`src/hdl/mandel_pkg.sv`:
```
/* Shared defaults and controller state of the fixed-point Mandelbrot renderer
   Modules import it in their bodies and use scoped names in their headers */
package mandel_pkg;

   // Fixed-point format, two's complement
   localparam int DEF_WIDTH = 20;     // Total word width
   localparam int DEF_FRAC  = 10;     // Fractional bits

   // Iteration limit, must fit the pixel
   localparam int DEF_MAX_ITER = 255;

   // Default image size
   localparam int DEF_IMG_W = 16;
   localparam int DEF_IMG_H = 12;

   localparam int PIX_BITS = 8;       // Pixel holds the iteration count

   // Frame controller states
   typedef enum logic [1:0] {
      S_IDLE,                         // Waiting for start
      S_ITER,                         // Pixel being iterated
      S_EMIT                          // Finished pixel on the output
   } render_state_t;

endpackage

```
`src/hdl/mandel_top.sv`:
```
/* Top level of the Mandelbrot renderer, one pixel strobe per image point
   Wires the frame controller, the raster counter and the pixel iterator */
`timescale 1ns/1ps

module mandel_top #(
   parameter int WIDTH    = mandel_pkg::DEF_WIDTH,
   parameter int FRAC     = mandel_pkg::DEF_FRAC,
   parameter int MAX_ITER = mandel_pkg::DEF_MAX_ITER,
   parameter int IMG_W    = mandel_pkg::DEF_IMG_W,
   parameter int IMG_H    = mandel_pkg::DEF_IMG_H
) (
   input  logic                            clk,
   input  logic                            n_rst,
   input  logic                            start,
   input  logic signed [WIDTH-1:0]         c_re_origin,
   input  logic signed [WIDTH-1:0]         c_im_origin,
   input  logic signed [WIDTH-1:0]         c_step,
   output logic                            busy,
   output logic                            pixel_valid,
   output logic [mandel_pkg::PIX_BITS-1:0] pixel,
   output logic [$clog2(IMG_W)-1:0]        pixel_x,
   output logic [$clog2(IMG_H)-1:0]        pixel_y,
   output logic                            frame_done
);

   import mandel_pkg::*;

   logic                     clear;
   logic                     advance;
   logic                     calc_start;
   logic                     calc_done;
   logic [PIX_BITS-1:0]      calc_pixel;   // Count straight from the iterator
   logic [$clog2(IMG_W)-1:0] cur_x;        // Live raster position
   logic [$clog2(IMG_H)-1:0] cur_y;
   logic signed [WIDTH-1:0]  c_re;
   logic signed [WIDTH-1:0]  c_im;
   logic                     last_pixel;

   render_fsm #(
      .IMG_W (IMG_W),
      .IMG_H (IMG_H)
   ) i_render_fsm (
      .clk         (clk),
      .n_rst       (n_rst),
      .start       (start),
      .calc_done   (calc_done),
      .last_pixel  (last_pixel),
      .pixel       (calc_pixel),
      .pixel_x     (cur_x),
      .pixel_y     (cur_y),
      .clear       (clear),
      .advance     (advance),
      .calc_start  (calc_start),
      .busy        (busy),
      .pixel_valid (pixel_valid),
      .pixel_out   (pixel),
      .pixel_x_out (pixel_x),
      .pixel_y_out (pixel_y),
      .frame_done  (frame_done)
   );

   scan_counter #(
      .WIDTH (WIDTH),
      .IMG_W (IMG_W),
      .IMG_H (IMG_H)
   ) i_scan_counter (
      .clk         (clk),
      .n_rst       (n_rst),
      .clear       (clear),
      .advance     (advance),
      .c_re_origin (c_re_origin),
      .c_im_origin (c_im_origin),
      .c_step      (c_step),
      .pixel_x     (cur_x),
      .pixel_y     (cur_y),
      .c_re        (c_re),
      .c_im        (c_im),
      .last_pixel  (last_pixel)
   );

   pixel_calculator #(
      .WIDTH    (WIDTH),
      .FRAC     (FRAC),
      .MAX_ITER (MAX_ITER)
   ) i_pixel_calculator (
      .clk        (clk),
      .n_rst      (n_rst),
      .calc_start (calc_start),
      .c_re       (c_re),
      .c_im       (c_im),
      .calc_done  (calc_done),
      .pixel      (calc_pixel)
   );

endmodule

```
`src/hdl/pixel_calculator.sv`:
```
/* Iterates one pixel from calc_start until escape or the iteration limit
   Pulses calc_done for one cycle with the count on pixel */
`timescale 1ns/1ps

module pixel_calculator #(
   parameter int WIDTH    = mandel_pkg::DEF_WIDTH,
   parameter int FRAC     = mandel_pkg::DEF_FRAC,
   parameter int MAX_ITER = mandel_pkg::DEF_MAX_ITER
) (
   input  logic                            clk,
   input  logic                            n_rst,
   input  logic                            calc_start,
   input  logic signed [WIDTH-1:0]         c_re,
   input  logic signed [WIDTH-1:0]         c_im,
   output logic                            calc_done,
   output logic [mandel_pkg::PIX_BITS-1:0] pixel
);

   import mandel_pkg::*;

   localparam logic [PIX_BITS-1:0] ITER_LIMIT = PIX_BITS'(MAX_ITER);

   logic signed [WIDTH-1:0] z_re;     // Current z
   logic signed [WIDTH-1:0] z_im;
   logic signed [WIDTH-1:0] c_re_q;   // c held for the whole pixel
   logic signed [WIDTH-1:0] c_im_q;
   logic [PIX_BITS-1:0]     n;        // Steps taken so far
   logic                    running;

   logic signed [WIDTH-1:0] z_re_next;
   logic signed [WIDTH-1:0] z_im_next;
   logic                    escaped;
   logic                    stop;

   z_step #(
      .WIDTH (WIDTH),
      .FRAC  (FRAC)
   ) i_z_step (
      .z_re      (z_re),
      .z_im      (z_im),
      .c_re      (c_re_q),
      .c_im      (c_im_q),
      .z_re_next (z_re_next),
      .z_im_next (z_im_next),
      .escaped   (escaped)
   );

   // Stop decided on registered z and n
   assign stop      = escaped || (n == ITER_LIMIT);
   assign calc_done = running && stop;
   assign pixel     = n;

   always_ff @(posedge clk, negedge n_rst) begin
      if (!n_rst) begin
         running <= 1'b0;
      end else if (calc_start) begin
         running <= 1'b1;
      end else if (calc_done) begin
         running <= 1'b0;             // Single done pulse
      end
   end

   // Datapath, meaningful only while running
   always_ff @(posedge clk) begin
      if (calc_start) begin
         z_re   <= '0;
         z_im   <= '0;
         n      <= '0;
         c_re_q <= c_re;
         c_im_q <= c_im;
      end else if (running && !stop) begin
         z_re <= z_re_next;
         z_im <= z_im_next;
         n    <= n + 1'b1;
      end
   end

   // One done strobe per pixel
   a_done_single : assert property (@(posedge clk) disable iff (!n_rst)
      calc_done |=> !calc_done);

   // Count held at the limit, never past it
   a_n_limit : assert property (@(posedge clk) disable iff (!n_rst)
      (running && (n == ITER_LIMIT)) |=> (!running && (n == ITER_LIMIT)));

endmodule

```
`src/hdl/render_fsm.sv`:
```
/* Frame controller that runs one pixel at a time through the iterator
   Emits each finished pixel with its position and marks the frame end */
`timescale 1ns/1ps

module render_fsm #(
   parameter int IMG_W = mandel_pkg::DEF_IMG_W,
   parameter int IMG_H = mandel_pkg::DEF_IMG_H
) (
   input  logic                            clk,
   input  logic                            n_rst,
   input  logic                            start,
   input  logic                            calc_done,
   input  logic                            last_pixel,
   input  logic [mandel_pkg::PIX_BITS-1:0] pixel,
   input  logic [$clog2(IMG_W)-1:0]        pixel_x,
   input  logic [$clog2(IMG_H)-1:0]        pixel_y,
   output logic                            clear,
   output logic                            advance,
   output logic                            calc_start,
   output logic                            busy,
   output logic                            pixel_valid,
   output logic [mandel_pkg::PIX_BITS-1:0] pixel_out,
   output logic [$clog2(IMG_W)-1:0]        pixel_x_out,
   output logic [$clog2(IMG_H)-1:0]        pixel_y_out,
   output logic                            frame_done
);

   import mandel_pkg::*;

   render_state_t state;
   render_state_t state_next;
   logic          start_ok;          // start accepted, only in idle
   logic          calc_start_q;

   assign start_ok = (state == S_IDLE) && start;

   always_comb begin
      state_next = state;
      case (state)
         S_IDLE:  if (start) state_next = S_ITER;
         S_ITER:  if (calc_done) state_next = S_EMIT;
         S_EMIT:  state_next = last_pixel ? S_IDLE : S_ITER;
         default: state_next = S_IDLE;
      endcase
   end

   always_ff @(posedge clk, negedge n_rst) begin
      if (!n_rst) begin
         state        <= S_IDLE;
         calc_start_q <= 1'b0;
      end else begin
         state        <= state_next;
         // Cycle after clear, or after each non-final emit
         calc_start_q <= start_ok || ((state == S_EMIT) && !last_pixel);
      end
   end

   // Hold the result, the counter moves on during emit
   always_ff @(posedge clk) begin
      if (calc_done) begin
         pixel_out   <= pixel;
         pixel_x_out <= pixel_x;
         pixel_y_out <= pixel_y;
      end
   end

   assign clear       = start_ok;            // Origin sampled on this edge
   assign calc_start  = calc_start_q;
   assign busy        = (state != S_IDLE);
   assign pixel_valid = (state == S_EMIT);
   assign advance     = (state == S_EMIT);
   assign frame_done  = (state == S_EMIT) && last_pixel;

   // New pixel only on entry to S_ITER, never while one is iterating
   a_start_free : assert property (@(posedge clk) disable iff (!n_rst)
      calc_start |-> ((state == S_ITER) && ($past(state) != S_ITER)));

endmodule

```
`src/hdl/scan_counter.sv`:
```
/* Raster position counter that also accumulates the c coordinates
   clear loads the origin, advance steps to the next pixel */
`timescale 1ns/1ps

module scan_counter #(
   parameter int WIDTH = mandel_pkg::DEF_WIDTH,
   parameter int IMG_W = mandel_pkg::DEF_IMG_W,
   parameter int IMG_H = mandel_pkg::DEF_IMG_H
) (
   input  logic                       clk,
   input  logic                       n_rst,
   input  logic                       clear,
   input  logic                       advance,
   input  logic signed [WIDTH-1:0]    c_re_origin,
   input  logic signed [WIDTH-1:0]    c_im_origin,
   input  logic signed [WIDTH-1:0]    c_step,
   output logic [$clog2(IMG_W)-1:0]   pixel_x,
   output logic [$clog2(IMG_H)-1:0]   pixel_y,
   output logic signed [WIDTH-1:0]    c_re,
   output logic signed [WIDTH-1:0]    c_im,
   output logic                       last_pixel
);

   localparam int XW = $clog2(IMG_W);
   localparam int YW = $clog2(IMG_H);

   localparam logic [XW-1:0] X_LAST = XW'(IMG_W - 1);
   localparam logic [YW-1:0] Y_LAST = YW'(IMG_H - 1);

   logic signed [WIDTH-1:0] re_origin;   // Row start for c_re
   logic signed [WIDTH-1:0] step;
   logic                    row_end;

   assign row_end    = (pixel_x == X_LAST);
   assign last_pixel = row_end && (pixel_y == Y_LAST);

   // Position counters
   always_ff @(posedge clk, negedge n_rst) begin
      if (!n_rst) begin
         pixel_x <= '0;
         pixel_y <= '0;
      end else if (clear) begin
         pixel_x <= '0;
         pixel_y <= '0;
      end else if (advance) begin
         if (row_end) begin
            pixel_x <= '0;
            pixel_y <= (pixel_y == Y_LAST) ? '0 : pixel_y + 1'b1;
         end else begin
            pixel_x <= pixel_x + 1'b1;
         end
      end
   end

   // Coordinate accumulators, wrap at WIDTH
   always_ff @(posedge clk) begin
      if (clear) begin
         re_origin <= c_re_origin;
         step      <= c_step;
         c_re      <= c_re_origin;
         c_im      <= c_im_origin;
      end else if (advance) begin
         if (row_end) begin
            c_re <= re_origin;          // Back to left edge
            c_im <= c_im + step;        // Next row
         end else begin
            c_re <= c_re + step;
         end
      end
   end

   // Position stays inside the image across all updates
   a_in_image : assert property (@(posedge clk) disable iff (!n_rst)
      (pixel_x <= X_LAST) && (pixel_y <= Y_LAST));

endmodule

```
`src/hdl/z_step.sv`:
```
/* One combinational Mandelbrot step z*z + c with the |z|^2 > 4 escape test
   Used by the pixel iterator on its registered z and latched c */
`timescale 1ns/1ps

module z_step #(
   parameter int WIDTH = mandel_pkg::DEF_WIDTH,
   parameter int FRAC  = mandel_pkg::DEF_FRAC
) (
   input  logic signed [WIDTH-1:0] z_re,
   input  logic signed [WIDTH-1:0] z_im,
   input  logic signed [WIDTH-1:0] c_re,
   input  logic signed [WIDTH-1:0] c_im,
   output logic signed [WIDTH-1:0] z_re_next,
   output logic signed [WIDTH-1:0] z_im_next,
   output logic                    escaped
);

   // Full product width plus one bit so sums of squares cannot wrap
   localparam int PW = 2 * WIDTH + 1;

   // Four in the squared format, FRAC doubled by the multiply
   localparam logic signed [PW-1:0] FOUR = {{(PW - 1){1'b0}}, 1'b1} << (2 * FRAC + 2);

   logic signed [PW-1:0] zr_sq;       // zr^2
   logic signed [PW-1:0] zi_sq;       // zi^2
   logic signed [PW-1:0] zri_2;       // 2*zr*zi
   logic signed [PW-1:0] mag_sq;      // zr^2 + zi^2
   logic signed [PW-1:0] re_diff;     // zr^2 - zi^2
   logic signed [PW-1:0] re_shift;
   logic signed [PW-1:0] im_shift;

   // Operands sign-extended to PW before the multiply
   assign zr_sq = PW'(z_re) * PW'(z_re);
   assign zi_sq = PW'(z_im) * PW'(z_im);
   assign zri_2 = (PW'(z_re) * PW'(z_im)) <<< 1;   // Doubling is exact at PW

   // Escape test on the untruncated magnitude
   assign mag_sq  = zr_sq + zi_sq;
   assign escaped = (mag_sq > FOUR);

   assign re_diff = zr_sq - zi_sq;

   // Back to FRAC fractional bits, floor rounding
   assign re_shift = re_diff >>> FRAC;
   assign im_shift = zri_2 >>> FRAC;

   // Low WIDTH bits plus c, wraps like the reference model
   assign z_re_next = re_shift[WIDTH-1:0] + c_re;
   assign z_im_next = im_shift[WIDTH-1:0] + c_im;

endmodule

```
`config.mk`:
```
export PLATFORM = sky130hd
export DESIGN_NAME = mandel_top
export DESIGN_NICKNAME = d
export VERILOG_FILES = /design/src/hdl/mandel_pkg.sv /design/src/hdl/mandel_top.sv /design/src/hdl/pixel_calculator.sv /design/src/hdl/render_fsm.sv /design/src/hdl/scan_counter.sv /design/src/hdl/z_step.sv
export SDC_FILE = /design/constraint.sdc
export NUM_CORES = 2
export LEC_CHECK = 0
export BUFFER_PORTS_ARGS = -buffer_cell sky130_fd_sc_hd__buf_2
export CAP_MARGIN = 20
export CORE_MARGIN = 2
export CORE_UTILIZATION = 60
export CTS_CLUSTER_SIZE = 16
export DETAILED_ROUTE_END_ITERATION = 8
export PLACE_DENSITY = 0.79
export SKIP_CTS_REPAIR_TIMING = 1
export SLEW_MARGIN = 25
export SYNTH_ARGS = -nofsm -noshare
export SYNTH_HDL_FRONTEND = slang
export SYNTH_SLANG_ARGS = --single-unit
```
`constraint.sdc`:
```
create_clock -name clk -period 14.5 [get_ports clk]
set_clock_uncertainty 0.15 [all_clocks]
set_input_delay 1.45 -clock clk [delete_from_list [all_inputs] [get_ports clk]]
set_output_delay 1.45 -clock clk [all_outputs]
set_load 0.05 [all_outputs]
```
==> results.py <==
metrics = {
    "run_status": {
        "outcome": "completed",
    },
    "yosys": {
        "synth_async_sr_flop_share_pct": 6.12,
        "netlist_instances": 5387,
        "synth_nets": 6975,
        "synth.avg_cell_area_um2": 9.43,
        "synthesis.area_um2": 50800,
        "synth-seq-cells": 196,
        "synth_warnings": 0,
        "synth_edf_count": 136,
        "ys_seq_area_share_pct": 10.5,
        "synth_cell_types": 74,
        "synth_ff_type": "edfxtp_1",
    },
    "finish": {
        "regArea_um2": 5360,
        "n_fill_cell": 6795,
        "area_growth_pct": 4.18,
        "multi_input_area_um2": 40300,
        "layout.nets": 6929,
        "num_antenna_cells": 0,
        "drive_gt1_share_pct": 4.02,
        "utilization_pct": 63.2,
    },
    "die": {
        "dieArea_um2": 87000,
        "start_util_pct": 60.7,
        "die_w_um": 295,
        "core.rowCount": 106,
        "io_pins": 82,
        "core_um2": 83700,
        "die-height_um": 295,
    },
    "critical_path": {
        "startpoint_type": "flip-flop",
        "worstPathMaxFanout": 41,
        "crit_required_ns": 14.68,
        "crit_end": "i_pixel_calculator.z_im[0]",
        "arrival_ns": 13.61,
        "crit_start": "i_pixel_calculator.z_im[4]",
        "crit_slowest_cell": "dfxtp_1",
        "slowest_delay_ns": 0.78,
        "cpLargestDelayFamily": "compound AO/OA/AOI/OAI gates",
        "cp-end-kind": "flip-flop",
        "critPathKind": "reg -> reg",
        "r2r-start": "i_pixel_calculator.z_im[4]",
        "reg2reg_to": "i_pixel_calculator.z_im[0]",
        "r2r_slack_ns": 1.07,
        "reg2reg_depth": 42,
        "cp.depth": 42,
        "worst-path-buf-inv": 7,
    },
    "global_routing": {
        "grtUsageTotal_pct": 30.4,
        "gr-total-overflow": 0,
        "grt_antenna_before_repair": 0,
        "grt_pass1_vias": 39200,
        "grt_pass1_wl_um": 205000,
        "grt_max_degree": 72,
    },
    "clocking": {
        "tritoncts": "built",
        "htree_levels": 4,
        "clkLatencyLatePin_ns": 0.50,
        "clockRootBuffer": "clkbuf_16",
        "ctsLongestPathBuffers": 2,
        "clock-sinks": 196,
        "path_clk_slew_ns": 0.09,
        "numCtsBuffers": 17,
    },
    "route": {
        "dr.pass1.iters": 8,
        "routed_via_density": 5.69,
        "postRouteAntennaNets": 0,
        "num_vias": 36900,
        "drt_iter0_drc": 3034,
        "finalWirelength_um": 125000,
        "drc": 0,
        "wl_per_cell_um": 19.3,
    },
    "timing": {
        "max_freq_ghz": 0.0744,
        "period_minus_slack_ns": 13.43,
        "period_share_pct": 92.6,
        "setup_viol": 0,
        "hold_viol_final": 0,
        "rsz0062_at_grt": "no",
        "relSlewSlack_pct": 29.7,
        "tns_ns": 0,
        "worst_slew_pin_slew_ns": 1.05,
        "maxSlewViolCount": 0,
    },
    "job": {
        "maxCapViolations": 0,
    },
    "place": {
        "io_buffers": 81,
        "dp_hpwl_um": 102000,
        "globalplace.congestion": 0.965,
    },
    "min_path": {
        "min_path_type": "reg -> reg",
    },
}
==> per-stage QoR <==
stage	cells	cell area, um2	worst slack [ns]	hold WS [ns]
global placement	6456	52300	1.84	0.293
global route	6488	52900	0.302	0.328
detailed placement	6456	52300	1.41	0.293
finish	6488	52900	1.07	0.310
CTS	6488	52900	1.28	0.311
floorplan	5387	50800	3.59	0.281
==> cell type report <==
class                   instances  area share [%]
inverters                    1167            8.28
clock inverters                11           0.222
multi-input cells            3817            76.2
flip-flops and latches        196            10.1
well taps                    1134            2.68
clock buffers                  21           0.872
repair buffers                142            1.63
==> layout by cell type (no fill, tap or decap), types with 6 or more instances in the layout <==
cell type | netlist | final
nor2_1 | 252 | 252
edfxtp_1 | 136 | 136
clkbuf_16 | 0 | 18
a211o_1 | 6 | 6
nor4_1 | 10 | 10
nand3_1 | 47 | 47
ha_1 | 457 | 457
or2_2 | 11 | 11
dfrtp_1 | 12 | 11
nor3b_1 | 8 | 8
nand2b_1 | 47 | 47
and2_1 | 286 | 286
nand4_1 | 18 | 18
buf_2 | 11 | 81
nand2_1 | 530 | 529
a21o_1 | 65 | 65
a211oi_1 | 17 | 17
mux2i_1 | 45 | 45
a21oi_1 | 208 | 208
xnor2_1 | 170 | 170
nor3_1 | 40 | 40
buf_4 | 0 | 61
xor2_1 | 72 | 72
o211ai_1 | 16 | 16
or4_1 | 8 | 8
fa_1 | 1068 | 1068
nand3b_1 | 6 | 6
a21boi_0 | 10 | 10
or3_1 | 25 | 25
a2111oi_0 | 7 | 6
dfxtp_1 | 48 | 43
a31o_2 | 11 | 11
o21bai_1 | 28 | 28
nor2b_1 | 38 | 38
inv_1 | 1163 | 1163
and3_1 | 23 | 23
a31oi_1 | 26 | 24
o21a_1 | 26 | 26
o21ai_0 | 143 | 143
o31ai_1 | 17 | 17
==> registers in the layout (all words and copies together), names as in the netlist <==
name                        count
i_scan_counter.c_im            20
i_scan_counter.pixel_x          4
i_pixel_calculator.pixel        8
i_scan_counter.pixel_y          4
i_render_fsm.pixel_x_out        4
i_render_fsm.pixel_y_out        4
i_render_fsm.state              2
i_pixel_calculator.z_im        20
i_scan_counter.re_origin       20
i_pixel_calculator.c_im_q      20
i_pixel_calculator.running      1
i_scan_counter.step            20
i_render_fsm.pixel_out          8
i_scan_counter.c_re            20
i_pixel_calculator.z_re        20
i_pixel_calculator.c_re_q      20
i_render_fsm.calc_start         1
==> worst min path at each step <==
stage,start,endpoint,slack [ns],depth (start not counted)
global placement,i_scan_counter.c_re[6],i_pixel_calculator.c_re_q[6],0.29,0
detailed placement,i_scan_counter.c_re[6],i_pixel_calculator.c_re_q[6],0.29,0
CTS,i_scan_counter.c_re[6],i_pixel_calculator.c_re_q[6],0.31,0
floorplan,i_pixel_calculator.pixel[7],i_render_fsm.pixel_out[7],0.28,0
global route,i_scan_counter.c_re[11],i_pixel_calculator.c_re_q[11],0.33,0
finish,i_scan_counter.c_re[6],i_pixel_calculator.c_re_q[6],0.31,0
==> Yosys cell counts (11+ instances only) <==
| cell type | count | share of area [%] |
|---|---|---|
| o21ai_0 | 143 | 1.4 |
| fa_1 | 1068 | 42 |
| o31ai_1 | 17 | 0.25 |
| xnor2_1 | 170 | 2.9 |
| o21a_1 | 26 | 0.38 |
| buf_2 | 11 | 0.11 |
| ha_1 | 457 | 11 |
| mux2i_1 | 45 | 0.89 |
| nand2_1 | 530 | 3.9 |
| dfxtp_1 | 48 | 1.9 |
| o211ai_1 | 16 | 0.24 |
| a21o_1 | 65 | 0.96 |
| nor3_1 | 40 | 0.39 |
| edfxtp_1 | 136 | 8.0 |
| nand3_1 | 47 | 0.46 |
| o21bai_1 | 28 | 0.41 |
| and3_1 | 23 | 0.28 |
| a211oi_1 | 17 | 0.25 |
| nor2_1 | 252 | 1.9 |
| xor2_1 | 72 | 1.2 |
| or2_2 | 11 | 0.14 |
| a31o_2 | 11 | 0.19 |
| a31oi_1 | 26 | 0.32 |
| dfrtp_1 | 12 | 0.59 |
| or3_1 | 25 | 0.31 |
| nand4_1 | 18 | 0.22 |
| a21oi_1 | 208 | 2.0 |
| and2_1 | 286 | 3.5 |
| nand2b_1 | 47 | 0.58 |
| clkbuf_1 | 194 | 1.4 |
| nor2b_1 | 38 | 0.47 |
| inv_1 | 1163 | 8.6 |
==> metal layers <==
layer	GRT usage, %	up-vias	part of all wire [%]
met4	14.7	0	5.6
met3	4.01	335	7.1
met2	49.7	1445	48
met5	0	-	0
li1	-	16500	-
met1	40.5	18600	40
==> kinds of logic after synthesis <==
kind of cell	Yosys count	synth area share (%)
muxes	50	0.998
and+or+nand+nor	1362	12.8
AOI/OAI and AO/OA	636	7.85
xor gates and xnor gates	244	4.26
buffers and inverters	1374	10.2
DFF	196	10.5
adders and majority gates	1525	53.3
Power is not shown: default switching activity piles up to over one toggle a cycle in this logic, so the estimate is an artifact.
